--- src/design/cart_pkg.sv ---
`default_nettype none

package cart_pkg;

	// ======================================================================
	// Map kinds and slot selection
	// ======================================================================

	// The encoding is the map_type input value and also the slot index.
	typedef enum logic [1:0] {
		MAP_LOROM   = 2'd0,
		MAP_HIROM   = 2'd1,
		MAP_EXHIROM = 2'd2
	} map_kind_t;

	localparam int N_MAPS = 3;

	typedef logic [N_MAPS-1:0] map_sel_t; // One-hot, bit i selects slot i.

	// ======================================================================
	// Bus and memory widths
	// ======================================================================

	typedef logic [23:0] cpu_addr_t;   // Bank in bits 23:16.
	typedef logic [23:0] rom_addr_t;
	typedef logic [19:0] bsram_addr_t;
	typedef logic [7:0]  data_t;

	// Read that hits no cartridge memory.
	localparam data_t OPEN_BUS = 8'hFF;

	// Work RAM banks stay inside the console.
	localparam logic [7:0] WRAM_BANK_LO = 8'h7E;
	localparam logic [7:0] WRAM_BANK_HI = 8'h7F;

endpackage

`default_nettype wire

--- src/design/map_req_if.sv ---
`timescale 1ns/1ps
`default_nettype none

// Decoded request of one mapper slot.
interface map_req_if
	import cart_pkg::*;
();

	logic        rom_hit;
	rom_addr_t   rom_addr;
	logic        bsram_hit;
	bsram_addr_t bsram_addr;

	modport slot (
		output rom_hit,
		output rom_addr,
		output bsram_hit,
		output bsram_addr
	);

	modport mux (
		input rom_hit,
		input rom_addr,
		input bsram_hit,
		input bsram_addr
	);

endinterface

`default_nettype wire

--- src/design/map_select.sv ---
`timescale 1ns/1ps
`default_nettype none

module map_select
	import cart_pkg::*;
(
	input  logic       mclk,
	input  logic       reset,
	input  logic [1:0] map_type,
	output map_sel_t   map_active
);

	map_sel_t sel_d;

	// Unknown map types fall back to the first mapper.
	always_comb begin
		sel_d = '0;
		if (map_type < N_MAPS)
			sel_d[map_type] = 1'b1;
		else
			sel_d[MAP_LOROM] = 1'b1;
	end

	always_ff @(posedge mclk) begin
		if (reset)
			map_active <= map_sel_t'(1); // Slot 0.
		else
			map_active <= sel_d;
	end

	// Exactly one slot drives the cartridge pins.
	a_onehot: assert property (@(posedge mclk) disable iff (reset)
		$onehot(map_active));

endmodule

`default_nettype wire

--- src/design/cart_map.sv ---
`timescale 1ns/1ps
`default_nettype none

module cart_map
	import cart_pkg::*;
#(
	parameter map_kind_t MAP_KIND = MAP_LOROM
) (
	input  cpu_addr_t   ca,
	input  rom_addr_t   rom_mask,
	input  bsram_addr_t ram_mask,
	map_req_if.slot     req
);

	logic [7:0]  bank;
	logic        wram_bank;
	logic        rom_region;
	logic        bsram_win;
	rom_addr_t   rom_raw;
	bsram_addr_t ram_raw;

	assign bank      = ca[23:16];
	assign wram_bank = (bank == WRAM_BANK_LO) || (bank == WRAM_BANK_HI);

	// Upper half of any bank, or the whole of banks 40-7D and C0-FF.
	assign rom_region = !wram_bank && (ca[15] || ca[22]);

	// ======================================================================
	// Address decode per map kind
	// ======================================================================

	always_comb begin
		if (MAP_KIND == MAP_LOROM) begin
			// 32 KB pages, save RAM in the low half of banks 70-7D.
			bsram_win = (bank >= 8'h70) && (bank <= 8'h7D) && !ca[15];
			rom_raw   = {2'b00, ca[22:16], ca[14:0]};
			ram_raw   = {1'b0, ca[19:16], ca[14:0]};
		end else begin
			// 8 KB save RAM window at 6000-7FFF of banks 20-3F and A0-BF.
			bsram_win = !ca[22] && ca[21] && (ca[15:13] == 3'b011);
			rom_raw   = {2'b00, ca[21:0]};
			ram_raw   = {2'b00, ca[20:16], ca[12:0]};
			if (MAP_KIND == MAP_EXHIROM)
				rom_raw[22] = ~ca[23]; // Banks 40-7D map above 4 MB.
		end
	end

	// Save RAM wins where both windows overlap.
	assign req.bsram_hit  = bsram_win;
	assign req.rom_hit    = rom_region && !bsram_win;
	assign req.rom_addr   = rom_raw & rom_mask;
	assign req.bsram_addr = ram_raw & ram_mask;

	// The save RAM window never opens in the work RAM banks.
	always_comb begin
		a_wram: assert final (!(wram_bank && req.bsram_hit))
			else $error("cart_map: BSRAM hit in a work RAM bank");
	end

endmodule

`default_nettype wire

--- src/design/map_mux.sv ---
`timescale 1ns/1ps
`default_nettype none

module map_mux
	import cart_pkg::*;
(
	input  logic        mclk,
	input  logic        reset,
	input  map_sel_t    map_active,
	map_req_if.mux      req [N_MAPS],
	input  logic        cpurd_n,
	input  logic        cpuwr_n,
	input  data_t       cpu_do,
	input  logic [15:0] rom_q,
	input  data_t       bsram_q,
	output rom_addr_t   rom_addr,
	output logic        rom_ce_n,
	output logic        rom_oe_n,
	output bsram_addr_t bsram_addr,
	output data_t       bsram_d,
	output logic        bsram_ce_n,
	output logic        bsram_oe_n,
	output logic        bsram_we_n,
	output data_t       cpu_di
);

	logic [N_MAPS-1:0] rom_hit_s;
	logic [N_MAPS-1:0] bsram_hit_s;
	rom_addr_t         rom_addr_s [N_MAPS];
	bsram_addr_t       bsram_addr_s [N_MAPS];
	logic              sel_rom_hit;
	logic              sel_bsram_hit;
	rom_addr_t         sel_rom_addr;
	bsram_addr_t       sel_bsram_addr;
	logic              rd;
	logic              wr;
	logic              src_rom;
	logic              src_bsram;

	for (genvar i = 0; i < N_MAPS; i++) begin : g_slot
		assign rom_hit_s[i]    = req[i].rom_hit;
		assign bsram_hit_s[i]  = req[i].bsram_hit;
		assign rom_addr_s[i]   = req[i].rom_addr;
		assign bsram_addr_s[i] = req[i].bsram_addr;
	end

	// AND-OR select, map_active is one-hot.
	always_comb begin
		sel_rom_hit    = 1'b0;
		sel_bsram_hit  = 1'b0;
		sel_rom_addr   = '0;
		sel_bsram_addr = '0;
		for (int i = 0; i < N_MAPS; i++) begin
			if (map_active[i]) begin
				sel_rom_hit    = sel_rom_hit | rom_hit_s[i];
				sel_bsram_hit  = sel_bsram_hit | bsram_hit_s[i];
				sel_rom_addr   = sel_rom_addr | rom_addr_s[i];
				sel_bsram_addr = sel_bsram_addr | bsram_addr_s[i];
			end
		end
	end

	assign rd = !cpurd_n;
	assign wr = !cpuwr_n;

	// ======================================================================
	// Registered cartridge pins
	// ======================================================================

	always_ff @(posedge mclk) begin
		if (reset) begin
			rom_ce_n   <= 1'b1;
			rom_oe_n   <= 1'b1;
			bsram_ce_n <= 1'b1;
			bsram_oe_n <= 1'b1;
			bsram_we_n <= 1'b1;
			src_rom    <= 1'b0;
			src_bsram  <= 1'b0;
		end else begin
			rom_ce_n   <= !(rd && sel_rom_hit); // ROM is read only.
			rom_oe_n   <= !(rd && sel_rom_hit);
			bsram_ce_n <= !((rd || wr) && sel_bsram_hit);
			bsram_oe_n <= !(rd && sel_bsram_hit);
			bsram_we_n <= !(wr && sel_bsram_hit);
			src_rom    <= rd && sel_rom_hit;
			src_bsram  <= rd && sel_bsram_hit;
		end
	end

	always_ff @(posedge mclk) begin
		rom_addr   <= sel_rom_addr;
		bsram_addr <= sel_bsram_addr;
		bsram_d    <= cpu_do;
	end

	// Data of the previous read, open bus otherwise.
	assign cpu_di = src_bsram ? bsram_q : (src_rom ? rom_q[7:0] : OPEN_BUS);

	a_bsram_rw: assert property (@(posedge mclk) disable iff (reset)
		!(!bsram_we_n && !bsram_oe_n));

endmodule

`default_nettype wire

--- src/design/cart_top.sv ---
`timescale 1ns/1ps
`default_nettype none

module cart_top
	import cart_pkg::*;
(
	input  logic        mclk,
	input  logic        reset,

	input  logic [1:0]  map_type,
	input  rom_addr_t   rom_mask,
	input  bsram_addr_t ram_mask,

	input  cpu_addr_t   ca,
	input  logic        cpurd_n,
	input  logic        cpuwr_n,
	input  data_t       cpu_do,
	output data_t       cpu_di,

	output rom_addr_t   rom_addr,
	input  logic [15:0] rom_q,
	output logic        rom_ce_n,
	output logic        rom_oe_n,

	output bsram_addr_t bsram_addr,
	output data_t       bsram_d,
	input  data_t       bsram_q,
	output logic        bsram_ce_n,
	output logic        bsram_oe_n,
	output logic        bsram_we_n
);

	map_sel_t map_active;

	map_req_if req_if [N_MAPS] ();

	map_select i_map_select (
		.mclk       (mclk),
		.reset      (reset),
		.map_type   (map_type),
		.map_active (map_active)
	);

	// ======================================================================
	// One mapper slot per map kind
	// ======================================================================

	for (genvar i = 0; i < N_MAPS; i++) begin : g_map
		cart_map #(
			.MAP_KIND (map_kind_t'(i))
		) i_cart_map (
			.ca       (ca),
			.rom_mask (rom_mask),
			.ram_mask (ram_mask),
			.req      (req_if[i])
		);
	end

	map_mux i_map_mux (
		.mclk       (mclk),
		.reset      (reset),
		.map_active (map_active),
		.req        (req_if),
		.cpurd_n    (cpurd_n),
		.cpuwr_n    (cpuwr_n),
		.cpu_do     (cpu_do),
		.rom_q      (rom_q),
		.bsram_q    (bsram_q),
		.rom_addr   (rom_addr),
		.rom_ce_n   (rom_ce_n),
		.rom_oe_n   (rom_oe_n),
		.bsram_addr (bsram_addr),
		.bsram_d    (bsram_d),
		.bsram_ce_n (bsram_ce_n),
		.bsram_oe_n (bsram_oe_n),
		.bsram_we_n (bsram_we_n),
		.cpu_di     (cpu_di)
	);

endmodule

`default_nettype wire

--- config.mk ---
export PLATFORM = sky130hd
export DESIGN_NAME = cart_top
export DESIGN_NICKNAME = d
export VERILOG_FILES = /design/src/design/cart_pkg.sv /design/src/design/map_req_if.sv /design/src/design/map_select.sv /design/src/design/cart_map.sv /design/src/design/map_mux.sv /design/src/design/cart_top.sv
export SDC_FILE = /design/constraint.sdc
export NUM_CORES = 1
export LEC_CHECK = 0
export BUFFER_PORTS_ARGS = -buffer_cell sky130_fd_sc_hd__buf_2
export CORE_MARGIN = 2
export CORE_UTILIZATION = 35
export CTS_CLUSTER_SIZE = 20
export DETAILED_ROUTE_END_ITERATION = 8
export PLACE_DENSITY = 0.76
export SLEW_MARGIN = 10
export SYNTH_ARGS = -nofsm -noshare
export SYNTH_HDL_FRONTEND = slang
export SYNTH_SLANG_ARGS = --single-unit
--- constraint.sdc ---
create_clock -name mclk -period 2.9 [get_ports mclk]
set_input_delay 0.725 -clock mclk [delete_from_list [all_inputs] [get_ports mclk]]
set_output_delay 0.725 -clock mclk [all_outputs]
set_load 0.02 [all_outputs]
Yosys cells after proc, flatten, opt, wreduce, memory -nomap -nowiden
Cells that the tools add are included.
Word-level totals
  output and inout bits: 65
  input bits: 106
  register bits: 61
  logic and storage cells: 76
Operators by class
  equality and inequality tests: 3
  bitwise gates (word level): 15
  order comparisons: 5
  reductions and logical operators: 27
  multiplexer cells: 16
Operators with widths (number)
  two-way mux 24 bit: 3
  two-way mux 20 bit: 3
  AND 22 x 24 -> 24 bit: 2
  OR 24 bit: 2
  OR 20 bit: 2
  AND 23 x 24 -> 24 bit: 1
  AND 18 x 20 -> 20 bit: 1
  AND 19 x 20 -> 20 bit: 1
  == test 8 x 7 -> 1 bit (second input constant): 2
  two-way mux 8 bit: 2
  logical AND 1 bit: 12
  logical NOT 1 bit: 11
  >= comparator 8 x 7 -> 1 bit (second input constant): 1
  less-or-equal comparator 8 x 7 -> 1 bit (second input constant): 1
  two-way mux 1 bit: 7
  OR 1 bit: 4
  == test 3 x 2 -> 1 bit (second input constant): 1
  logical OR 1 bit: 3
  < comparator 2 x 3 -> 1 bit (second input constant): 1
  demux 1 bit (select 2 bit): 1
  >= comparator 2 x 1 -> 1 bit (second input constant): 1
  < comparator 2 bit (second input constant): 1
  NOT 1 bit: 2
  OR reduction 2 bit: 1

Logic depth before layout (Yosys ltp)
Gate-level depths: netlist (run 1).
  word-level depth: 12
  depth in mapped cells: 4
  depth with buffers taken out: 3

By module
Synthesis (run 1) repeated with hierarchy kept, for this count alone.
Second synthesis, totals
  cells, all modules: 350
  area, all modules: 3091.7 µm²
Modules (own cells, without submodules)
  map_mux: sequential area each 1161.1 µm², area each 2045.7 µm², cells an instance 192, times used 1
  cart_map at g_map[0].i_cart_map: sequential area each 0.0 µm², area each 322.8 µm², cells an instance 50, times used 1
  cart_map at g_map[1].i_cart_map: sequential area each 0.0 µm², area each 319.1 µm², cells an instance 50, times used 1
  cart_map at g_map[2].i_cart_map: sequential area each 0.0 µm², area each 316.6 µm², cells an instance 50, times used 1
  map_select: sequential area each 60.1 µm², area each 87.6 µm², cells an instance 8, times used 1

Worst setup path after synthesis (run 1)
Ideal clock, no wire load.
  kind: register to output
  start: register i_map_mux.src_bsram
  end: output cpu_di[0]
  stages on the path, launching flop included: 5
  arrival time: 1.181 ns
  required time: 2.175 ns
  path buffers: 1
  path slack: 0.994 ns
  cell sequence: dfxtp_1 -> clkbuf_1 -> nand2b_1 -> nor2_1 -> a21oi_1
On the way
  word-level cells in the longest chain between the ends: 1
RTL lines
  from (decl): line map_mux.sv:38  | logic src_bsram;
  from (signal assigned): line map_mux.sv:86  | src_bsram <= rd && sel_bsram_hit;
  two-way mux 8 bit: line map_mux.sv:97  | assign cpu_di = src_bsram ? bsram_q : (src_rom ? rom_q[7:0] : OPEN_BUS);
  to (decl): line cart_top.sv:18  | output data_t cpu_di,
No other way between the ends.

Worst setup path in the final report (run 1)
  start: register i_map_mux.src_bsram
  end: output cpu_di[2]
Same word-level chain as after synthesis.

==> results of run 1 <==
cell type report:
| class | instances | area [µm²] | area share (%) |
|---|---|---|---|
| clock buffers | 10 | 138 | 4.77 |
| clock inverters | 6 | 41.3 | 1.43 |
| multi-input cells | 103 | 616 | 21.3 |
| flip-flops and latches | 59 | 1180 | 41.0 |
| inverters | 8 | 30.0 | 1.04 |
| well taps | 70 | 87.6 | 3.04 |
| repair buffers | 158 | 791 | 27.4 |
logic make-up after synthesis:
| group | Yosys count |
|---|---|
| simple gates | 74 |
| other cells | 1 |
| compound gates | 27 |
| buf+inv | 17 |
| flops | 59 |
power by group:
part | total [W] | internal (W) | leakage, nW | switching, W
logic | 0.000247 | 0.000107 | 0.987 | 0.000140
clock network | 0.000643 | 0.000331 | 0.0843 | 0.000312
registers | 0.000871 | 0.000857 | 0.490 | 0.0000139
layer usage:
metal / vias to the layer above / GRT usage, %
met2: 95 / 28.6
met1: 816 / 18.2
met3: 12 / 6.12
li1: 925 / -
met5: - / 0
met4: 0 / 10.5
layout by cell type (no fill, tap or decap), drive strengths merged, types with 5 or more instances in the layout:
cell type	Yosys	final
a21boi	11	11
and3	30	30
inv	8	8
clkbuf	6	10
nand2	15	15
a21oi	8	8
or3	5	5
dfxtp	59	59
nor2	12	12
buf	3	158
final timing paths:
check                                              from                           endpoint  slack, ns  cells after the start
setup / recovery         i_map_mux.src_bsram$_SDFF_PP0_                          cpu_di[2]       0.68                      4
setup reg to reg  i_map_select.map_active[0]$_SDFF_PP1_     i_map_mux.rom_addr[12]$_DFF_P_       1.23                      2
hold / removal    i_map_select.map_active[2]$_SDFF_PP0_  i_map_mux.rom_addr[22]$_SDFF_PN0_       0.46                      2
hold reg to reg   i_map_select.map_active[2]$_SDFF_PP0_  i_map_mux.rom_addr[22]$_SDFF_PN0_       0.46                      2
per-stage QoR:
step           hold slack, ns  setup slack [ns]  cell area (µm²)  utilization (%)
3_3_place_gp            0.450             0.952             2710             52.6
5_1_grt                 0.473             0.510             2880             56.1
3_5_place_dp            0.452             0.951             2710             52.6
2_1_floorplan           0.425             0.994             1870                -
4_1_cts                 0.461             0.657             2880             56.1
6_report                0.461             0.675             2880             56.1
flip-flops by register name, summed over array words and instances, names as in the netlist:
signal                   flops
i_map_mux.rom_addr          23
i_map_mux.bsram_addr        19
i_map_mux.bsram_d            8
i_map_select.map_active      3
i_map_mux.bsram_ce_n         1
i_map_mux.bsram_oe_n         1
i_map_mux.bsram_we_n         1
i_map_mux.rom_ce_n           1
i_map_mux.src_bsram          1
i_map_mux.src_rom            1
worst max-delay path: stages, from the launching register on:
cell and delay [ns]:
dfxtp_1 0.49, nand2b_1 0.29, nor2_1 0.07, a21oi_1 0.14
buf_2 0.20
==> results.sh, run 1 <==
export IMPL_tightestPinTransition_ns=0.780
export IMPL_outcome="finished, final reports clean"
export IMPL_ant_nets=0
export IMPL_grt_pass1_vias=1744
export IMPL_cp_start_kind="flip-flop"
export IMPL_fillCellCount=487
export IMPL_cp_data_arrival_time_ns=1.50
export IMPL_finalWorstPathRequiredPeriod_ns=2.22
export IMPL_ir_drop_mv=0.316
export IMPL_cp_required_ns=2.17
export IMPL_die_h_um=77.1
export IMPL_viasPerCell=4.46
export IMPL_worst_hold_path_type="reg -> reg"
export IMPL_report_final_slew_viol_count=0
export IMPL_synth_xor_area_share_pct=0
export IMPL_grt_pass1_wl_um=7870
export IMPL_final_cell_count_no_fill=414
export IMPL_critPathMaxFanout=10
export IMPL_diodes=0
export IMPL_p_leak_nw=1.56
export IMPL_io_buffer_count=158
export IMPL_avgRoutedWirePerCell_um=12.4
export IMPL_num_nets_final=445
export IMPL_wl_met2_um=2560
export IMPL_cts_sinks=59
export IMPL_synth_common_cells="59 x dfxtp_1, 30 x and3_1, 15 x nand2_1"
export IMPL_track_usage_pct=17.0
export IMPL_die_w_um=77.1
export IMPL_dieArea_um2=5940
export IMPL_post_cts_setup_buffers=0
export IMPL_cts_buffer_depth=2
export IMPL_synth_edf_count=0
export IMPL_synth_ff_type="dfxtp_1"
export IMPL_synth_most_common_cell="dfxtp_1"
export IMPL_wl_um=5150
export IMPL_grt_setup_unrepaired="false"
export IMPL_gp_congestion=0.760
export IMPL_cts_resized=0
export IMPL_power_w=0.00176
export IMPL_yosys_area_top_type_share_pct=63.2
export IMPL_grt_ovfl_total=0
export IMPL_root_buffer="clkbuf_8"
export IMPL_syn_area_um2=1870
export IMPL_grt_max_degree=29
export IMPL_clk_pin_slew_worst_paths_ns=0.07
export IMPL_dp_hpwl_um=4100
export IMPL_crit_type="reg -> out"
export IMPL_synth_top_family_by_area="simple AND/OR/NAND/NOR gates"
export IMPL_cts_made_buffers=9
export IMPL_yosysTopAreaCell="dfxtp_1"
export IMPL_ys_seq_elements=59
export IMPL_synth_mux_area_share_pct=0
export IMPL_tritoncts="yes"
export IMPL_clock_latency_ns=0.31
export IMPL_areaGrowthSynthToFinish_pct=54.4
export IMPL_yosys_area_share_adder_pct=0
export IMPL_max_freq_ghz=0.450
export IMPL_relSlewSlack_pct=48.0
export IMPL_htree_levels=3
export IMPL_route_layer_met1_wl_um=2050
export IMPL_met3_length_um=435
export IMPL_cp_end_kind="primary output"
export IMPL_power_density_nw_per_um2=610
export IMPL_ctsHoldBuffers=0
export IMPL_yosysSeqAreaShare_pct=63.2
export IMPL_yosysUniqueCellTypes=26
export IMPL_synthSimpleGateAreaFrac_pct=22.0
export IMPL_dr_pass1_iters=4
export IMPL_maxCapViolCount=0
export IMPL_fin_tns_setup_ns=0
export IMPL_setup_viol=0
export IMPL_synth_compound_area_share_pct=10.5
export IMPL_synth_avg_cell_area_um2=10.5
export IMPL_finalHoldViolations=0
export IMPL_core_area_um2=5140
export IMPL_async_flop_share_pct=0
export IMPL_antenna_found_initial=0
export IMPL_final_layout_size_suffix_gt1_share_pct=51.7
export IMPL_rows=26
export IMPL_synthTopCellsByArea="dfxtp_1 63%, and3_1 10%, a21boi_0 4.4%, nand2_1 3.0%, nor2_1 2.4%"
export IMPL_initial_core_util_pct=36.3
export IMPL_ios=171
export IMPL_drc_errors=0
export IMPL_syn_inst=178
export IMPL_drtIter0Drc=56
export IMPL_vias=1848
export IMPL_top_layer="met4"
export IMPL_yosysWarnings=0
export IMPL_dp_cells=398
export IMPL_fin_crit_sh_pct=76.7
export IMPL_clock_skew_ns=0.00718
Note: power is estimated with default switching activity, not from simulation.
==> inputs of run 2 (changes only) <==
- clock period: 2.9 -> 2.2 ns (I/O delays scaled with it)
==> run 2 against run 1 <==
  * Combinational power rose by 32%
  * Clock-buffer cell count rose by 1
  * Sequential share of layout area fell by 0.46 points
  * Worst hold slack got worse by 0.13 ns
  * Critical path depth did not move
  * Final cell count did not move
  * Non-clock buffer count did not move
  * Global-route usage rose by 0.82 points
  * Die area did not move
  * Sequential power rose by 32%
  * First-iteration DRC count fell by 43%
  * Clock power rose by 59%
  * Critical path type unchanged
  * Largest cell class unchanged
  * Highest routed layer unchanged
==> results.sh, run 2 (same netlist as run 1, synthesis figures left out) <==
export IMPL_track_usage_pct=17.8
export IMPL_finalHoldViolations=0
export IMPL_ios=171
export IMPL_setup_viol=0
export IMPL_avgRoutedWirePerCell_um=12.7
export IMPL_grt_setup_unrepaired="false"
export IMPL_outcome="finished, final reports clean"
export IMPL_drtIter0Drc=32
export IMPL_maxCapViolCount=0
export IMPL_dr_pass1_iters=4
export IMPL_num_nets_final=445
export IMPL_regMostFlops="i_map_mux.rom_addr"
export IMPL_top_regs="i_map_mux.rom_addr (23), i_map_mux.bsram_addr (19), i_map_mux.bsram_d (8)"
export IMPL_grt_pass1_wl_um=8220
export IMPL_vias=1870
export IMPL_gp_congestion=0.769
export IMPL_clock_skew_ns=0.00393
export IMPL_grt_ovfl_total=0
export IMPL_finalWorstPathRequiredPeriod_ns=1.99
export IMPL_clock_latency_ns=0.32
export IMPL_cp_required_ns=1.65
export IMPL_diodes=0
export IMPL_drc_errors=0
export IMPL_relSlewSlack_pct=48.7
export IMPL_fillCellCount=507
export IMPL_ant_nets=0
export IMPL_largest_register_ffs=23
export IMPL_layout_commonest_cell="buf_2"
export IMPL_cts_made_buffers=9
export IMPL_tightestPinTransition_ns=0.769
export IMPL_clk_pin_slew_worst_paths_ns=0.06
export IMPL_core_area_um2=5140
export IMPL_cp_data_arrival_time_ns=1.44
export IMPL_crit_type="reg -> out"
export IMPL_rows=26
export IMPL_critPathMaxFanout=10
export IMPL_grt_max_degree=29
export IMPL_max_freq_ghz=0.504
export IMPL_tritoncts="yes"
export IMPL_cts_buffer_depth=2
export IMPL_p_leak_nw=1.58
export IMPL_final_layout_size_suffix_gt1_share_pct=51.5
export IMPL_fin_crit_sh_pct=90.2
export IMPL_dp_hpwl_um=4140
export IMPL_cp_start_kind="flip-flop"
export IMPL_worst_hold_path_type="in -> reg"
export IMPL_report_final_slew_viol_count=0
export IMPL_viasPerCell=4.52
export IMPL_initial_core_util_pct=36.3
export IMPL_htree_levels=3
export IMPL_cp_end_kind="primary output"
export IMPL_die_w_um=77.1
export IMPL_fin_tns_setup_ns=0
export IMPL_cts_sinks=59
export IMPL_grt_pass1_vias=1818
export IMPL_ir_drop_mv=0.513
export IMPL_final_cell_mix="158 x buf_2, 59 x dfxtp_1, 30 x and3_1"
export IMPL_power_density_nw_per_um2=855
export IMPL_root_buffer="clkbuf_8"
export IMPL_wl_um=5250
export IMPL_areaGrowthSynthToFinish_pct=56.1
export IMPL_die_h_um=77.1
export IMPL_dieArea_um2=5940
export IMPL_io_buffer_count=158
export IMPL_finish_utilization_pct=56.7
export IMPL_antenna_found_initial=0
-- run 2: repair_timing --
item                       CTS  global route
setup buffers                0             0
resized for setup            0             1
setup endpoints to repair    0             4
hold buffers                 0             0
-- run 2: stage by stage --
stage	hold slack (ns)	area (µm²)	total power [W]	std cells	worst slack [ns]
2_1_floorplan	0.425	1870	0.00134	179	0.469
3_3_place_gp	0.450	2710	0.00149	398	0.471
3_5_place_dp	0.465	2710	0.00150	398	0.463
4_1_cts	0.306	2910	0.00254	414	0.137
5_1_grt	0.303	2920	0.00263	414	0.0388
6_report	0.328	2920	0.00249	414	0.215
-- run 2: layer usage --
layer | GRT usage [%] | up-vias | wire (µm)
met4 | 8.75 | 0 | 120
met2 | 32.1 | 93 | 2630
met5 | 0 | - | 0
li1 | - | 926 | -
met3 | 5.53 | 12 | 463
met1 | 18.8 | 839 | 2040
-- run 2: report_power, final --
| group | switching [W] | internal, W |
|---|---|---|
| Combinational | 0.000184 | 0.000141 |
| Sequential | 0.0000187 | 0.00113 |
| Clock | 0.000386 | 0.000634 |
| Total | 0.000590 | 0.00191 |
-- run 2: path summary, 6_finish.rpt --
kind | end | start | cells past startpoint | slack (ns)
max | cpu_di[5] | i_map_mux.src_bsram$_SDFF_PP0_ | 4 | 0.21
max reg2reg | i_map_mux.bsram_addr[12]$_DFF_P_ | i_map_select.map_active[0]$_SDFF_PP1_ | 2 | 0.54
min | i_map_mux.bsram_d[6]$_DFF_P_ | cpu_do[6] | 1 | 0.33
min reg2reg | i_map_mux.rom_addr[22]$_SDFF_PN0_ | i_map_select.map_active[2]$_SDFF_PP0_ | 2 | 0.47
-- run 2: critical path, cell delays in order, from the launching register on --
cell      delay, ns
dfxtp_1        0.49
nand2b_2       0.26
nor2_1         0.05
a21oi_1        0.12
buf_2          0.19
-- run 2: layout make-up --
class	instances	area, µm²	share of cell area [%]
flip-flops and latches	59	1180	40.5
repair buffers	158	791	27.1
multi-input cells	103	618	21.2
clock buffers	11	131	4.50
well taps	70	87.6	3.00
clock inverters	5	77.6	2.66
inverters	8	30.0	1.03
==> inputs of run 3 (changes only) <==
- ABC_CLOCK_PERIOD_IN_PS: unset -> 2200
- PLACE_DENSITY: 0.76 -> 0.71
- SYNTH_HIERARCHICAL: unset -> 1
==> run 3 against run 2 <==
  * Non-clock buffer count is 5 higher
  * Highest routed layer unchanged
  * Die area is 62% higher
  * Design area is 40% higher
  * Setup slack worse by 0.036 ns
  * Core utilization is 9.5 points lower
  * Wire length is 50% higher
  * Sequential share of layout area is 10 points lower
  * Largest cell class is now multi-input combinational cells
  * Final cell count is 49% higher
  * Worst hold slack worse by 0.016 ns
  * Via count is 63% higher
==> results.sh, run 3 <==
export IMPL_dieArea_um2=9600
export IMPL_rows=34
export IMPL_yosysSeqAreaShare_pct=39.5
export IMPL_seq_area_um2=1220
export IMPL_finalWorstPathRequiredPeriod_ns=2.02
export IMPL_grt_setup_unrepaired="false"
export IMPL_initial_core_util_pct=35.8
export IMPL_outcome="finished, final reports clean"
export IMPL_clk_pin_slew_worst_paths_ns=0.08
export IMPL_cp_start_kind="flip-flop"
export IMPL_dr_pass1_iters=8
export IMPL_finalHoldViolations=0
export IMPL_htree_levels=3
export IMPL_grt_pass1_wl_um=12500
export IMPL_avgRoutedWirePerCell_um=12.8
export IMPL_r2r_cells=2
export IMPL_relSlewSlack_pct=60.9
export IMPL_post_place_ws_ns=0.416
export IMPL_dp_hpwl_um=5830
export IMPL_setup_viol=0
export IMPL_final_cell_mix="160 x buf_2, 118 x and2_1, 58 x dfxtp_1"
export IMPL_max_freq_ghz=0.495
export IMPL_drc_errors=0
export IMPL_grt_ovfl_total=0
export IMPL_synth_ff_type="dfxtp_1"
export IMPL_wl_um=7890
export IMPL_synthTopCellsByArea="dfxtp_1 39%, and2_1 24%, a222oi_1 15%, inv_1 6.3%, buf_4 2.7%"
export IMPL_root_buffer="clkbuf_8"
export IMPL_ys_seq_elements=61
export IMPL_worst_hold_path_type="in -> reg"
export IMPL_layout_commonest_cell="buf_2"
export IMPL_cts_buffer_depth=2
export IMPL_reg2reg_to="i_map_mux/bsram_oe_n$_SDFF_PP1_"
export IMPL_cp_required_ns=1.65
export IMPL_fin_tns_setup_ns=0
export IMPL_ir_drop_mv=0.283
export IMPL_ant_nets=0
export IMPL_grt_max_degree=25
export IMPL_largest_register_ffs=24
export IMPL_drtIter0Drc=192
export IMPL_finish_utilization_pct=47.2
export IMPL_multi_input_area_um2=1530
export IMPL_areaGrowthSynthToFinish_pct=32.0
export IMPL_yosysUniqueCellTypes=30
export IMPL_antenna_found_initial=0
export IMPL_report_final_slew_viol_count=0
export IMPL_top_regs="i_map_mux/rom_addr (24), i_map_mux/bsram_addr (20), i_map_mux/bsram_d (8)"
export IMPL_post_cts_setup_buffers=0
export IMPL_gp_congestion=0.742
export IMPL_fin_crit_sh_pct=91.9
export IMPL_maxCapViolCount=0
export IMPL_p_leak_nw=2.20
export IMPL_cts_made_buffers=9
export IMPL_synth_edf_count=0
export IMPL_track_usage_pct=15.9
export IMPL_fillCellCount=865
export IMPL_die_w_um=98.0
export IMPL_cp_end_kind="primary output"
export IMPL_synth_common_cells="118 x and2_1, 61 x dfxtp_1, 52 x inv_1"
export IMPL_yosysWarnings=6
export IMPL_grt_pass1_vias=2774
export IMPL_core_area_um2=8640
export IMPL_diodes=0
export IMPL_final_layout_size_suffix_gt1_share_pct=36.6
export IMPL_critPathMaxFanout=10
export IMPL_synth_avg_cell_area_um2=8.83
export IMPL_tritoncts="yes"
export IMPL_fin_ws_ns=0.178
export IMPL_num_nets_final=609
export IMPL_io_buffer_count=160
export IMPL_power_density_nw_per_um2=644
export IMPL_crit_chain="nand2b_2, a2bb2oi_1, buf_2"
export IMPL_cpPeakStageDelay_ns=0.50
export IMPL_crit_type="reg -> out"
export IMPL_regMostFlops="i_map_mux/rom_addr"
export IMPL_async_flop_share_pct=0
export IMPL_clock_skew_ns=0.00879
export IMPL_syn_inst=350
export IMPL_rrSetupSlack_ns=0.84
export IMPL_cp_startpoint="i_map_mux/src_bsram$_SDFF_PP0_"
export IMPL_crit_path_end="cpu_di[0]"
export IMPL_ctsHoldBuffers=0
export IMPL_die_h_um=98.0
export IMPL_cp_data_arrival_time_ns=1.47
export IMPL_tightestPinTransition_ns=0.586
export IMPL_synth_most_common_cell="and2_1"
export IMPL_yosys_area_top_type_share_pct=39.5
export IMPL_slowest_stage="dfxtp_1"
export IMPL_rr_startpoint="i_map_select/map_active[0]$_SDFF_PP1_"
export IMPL_viasPerCell=4.96
export IMPL_cts_sinks=61
export IMPL_vias=3056
export IMPL_clock_latency_ns=0.33
export IMPL_yosysTopAreaCell="dfxtp_1"
export IMPL_ios=171
export IMPL_syn_area_um2=3090
[run 3: changes by cell type after synthesis, sizes merged, moves of 3 or more]
cell,delta
a21boi,-11
inv,+44
a2bb2oi,+7
nand2,-10
nor2,-8
a222oi,+45
or3,-3
and3,-30
a21oi,-7
buf,+23
clkbuf,-4
and2,+120
[run 3: per-layer routing]
layer / vias to the layer above / share of wire, % / global-route usage (%)
met2: 119 / 49 / 27.3
met5: - / 0 / 0
met3: 8 / 7.8 / 3.94
met1: 1431 / 42 / 19.3
met4: 0 / 1.0 / 5.88
li1: 1498 / - / -
[run 3: final cells by class]
| cell class | count | share of cell area, % |
|---|---|---|
| clock buffers | 9 | 3.04 |
| well taps | 108 | 3.31 |
| multi-input cells | 216 | 37.4 |
| clock inverters | 7 | 1.26 |
| inverters | 52 | 4.78 |
| flip-flops and latches | 61 | 30.0 |
| repair buffers | 163 | 20.2 |
[run 3: what timing repair did]
item,CTS,global route
hold endpoints to repair,0,0
gates resized for setup,0,1
setup endpoints to repair,0,1
[run 3: cell families (layout without fill, tap and decap cells)]
logic type,after synthesis,after routing,synth area share [%]
simple gates,146,146,29.3
buf+inv,80,231,12.1
flops,61,61,39.5
compound gates,60,60,18.8
other cells,3,10,0.364
[run 3: worst min-delay path by stage]
stage / start / end / slack [ns] / cells past startpoint
2_1_floorplan: i_map_select/map_active[2]$_SDFF_PP0_ / i_map_mux/bsram_addr[0]$_DFF_P_ / 0.57 / 3
3_3_place_gp: cpu_do[0] / i_map_mux/bsram_d[0]$_DFF_P_ / 0.65 / 1
3_5_place_dp: cpu_do[6] / i_map_mux/bsram_d[6]$_DFF_P_ / 0.65 / 1
4_1_cts: cpu_do[6] / i_map_mux/bsram_d[6]$_DFF_P_ / 0.28 / 1
5_1_grt: cpu_do[6] / i_map_mux/bsram_d[6]$_DFF_P_ / 0.28 / 1
6_report: cpu_do[0] / i_map_mux/bsram_d[0]$_DFF_P_ / 0.31 / 1
[run 3: through the flow]
stage	power (W)	cells	cell area [µm²]	hold slack, ns
final	0.00263	616	4080	0.312
after global routing	0.00277	616	4080	0.283
after CTS	0.00267	616	4080	0.284
after detailed placement	0.00177	600	3900	0.654
after global placement	0.00176	600	3900	0.652
after floorplan	0.00156	357	3120	0.565
[run 3: where the power goes]
| group | leakage [nW] | internal, W | total, W | switching (W) |
|---|---|---|---|---|
| clock | 0.0856 | 0.000411 | 0.000881 | 0.000470 |
| combinational | 1.60 | 0.000236 | 0.000525 | 0.000289 |
| sequential | 0.509 | 0.00118 | 0.00122 | 0.0000367 |
| total | 2.20 | 0.00183 | 0.00263 | 0.000796 |
[run 3: worst max-delay path, delay by kind of cell (launching register included)]
family          cells  cell delay, ns
flops               1            0.50
compound gates      1            0.20
simple gates        1            0.26
buf+inv             1            0.19
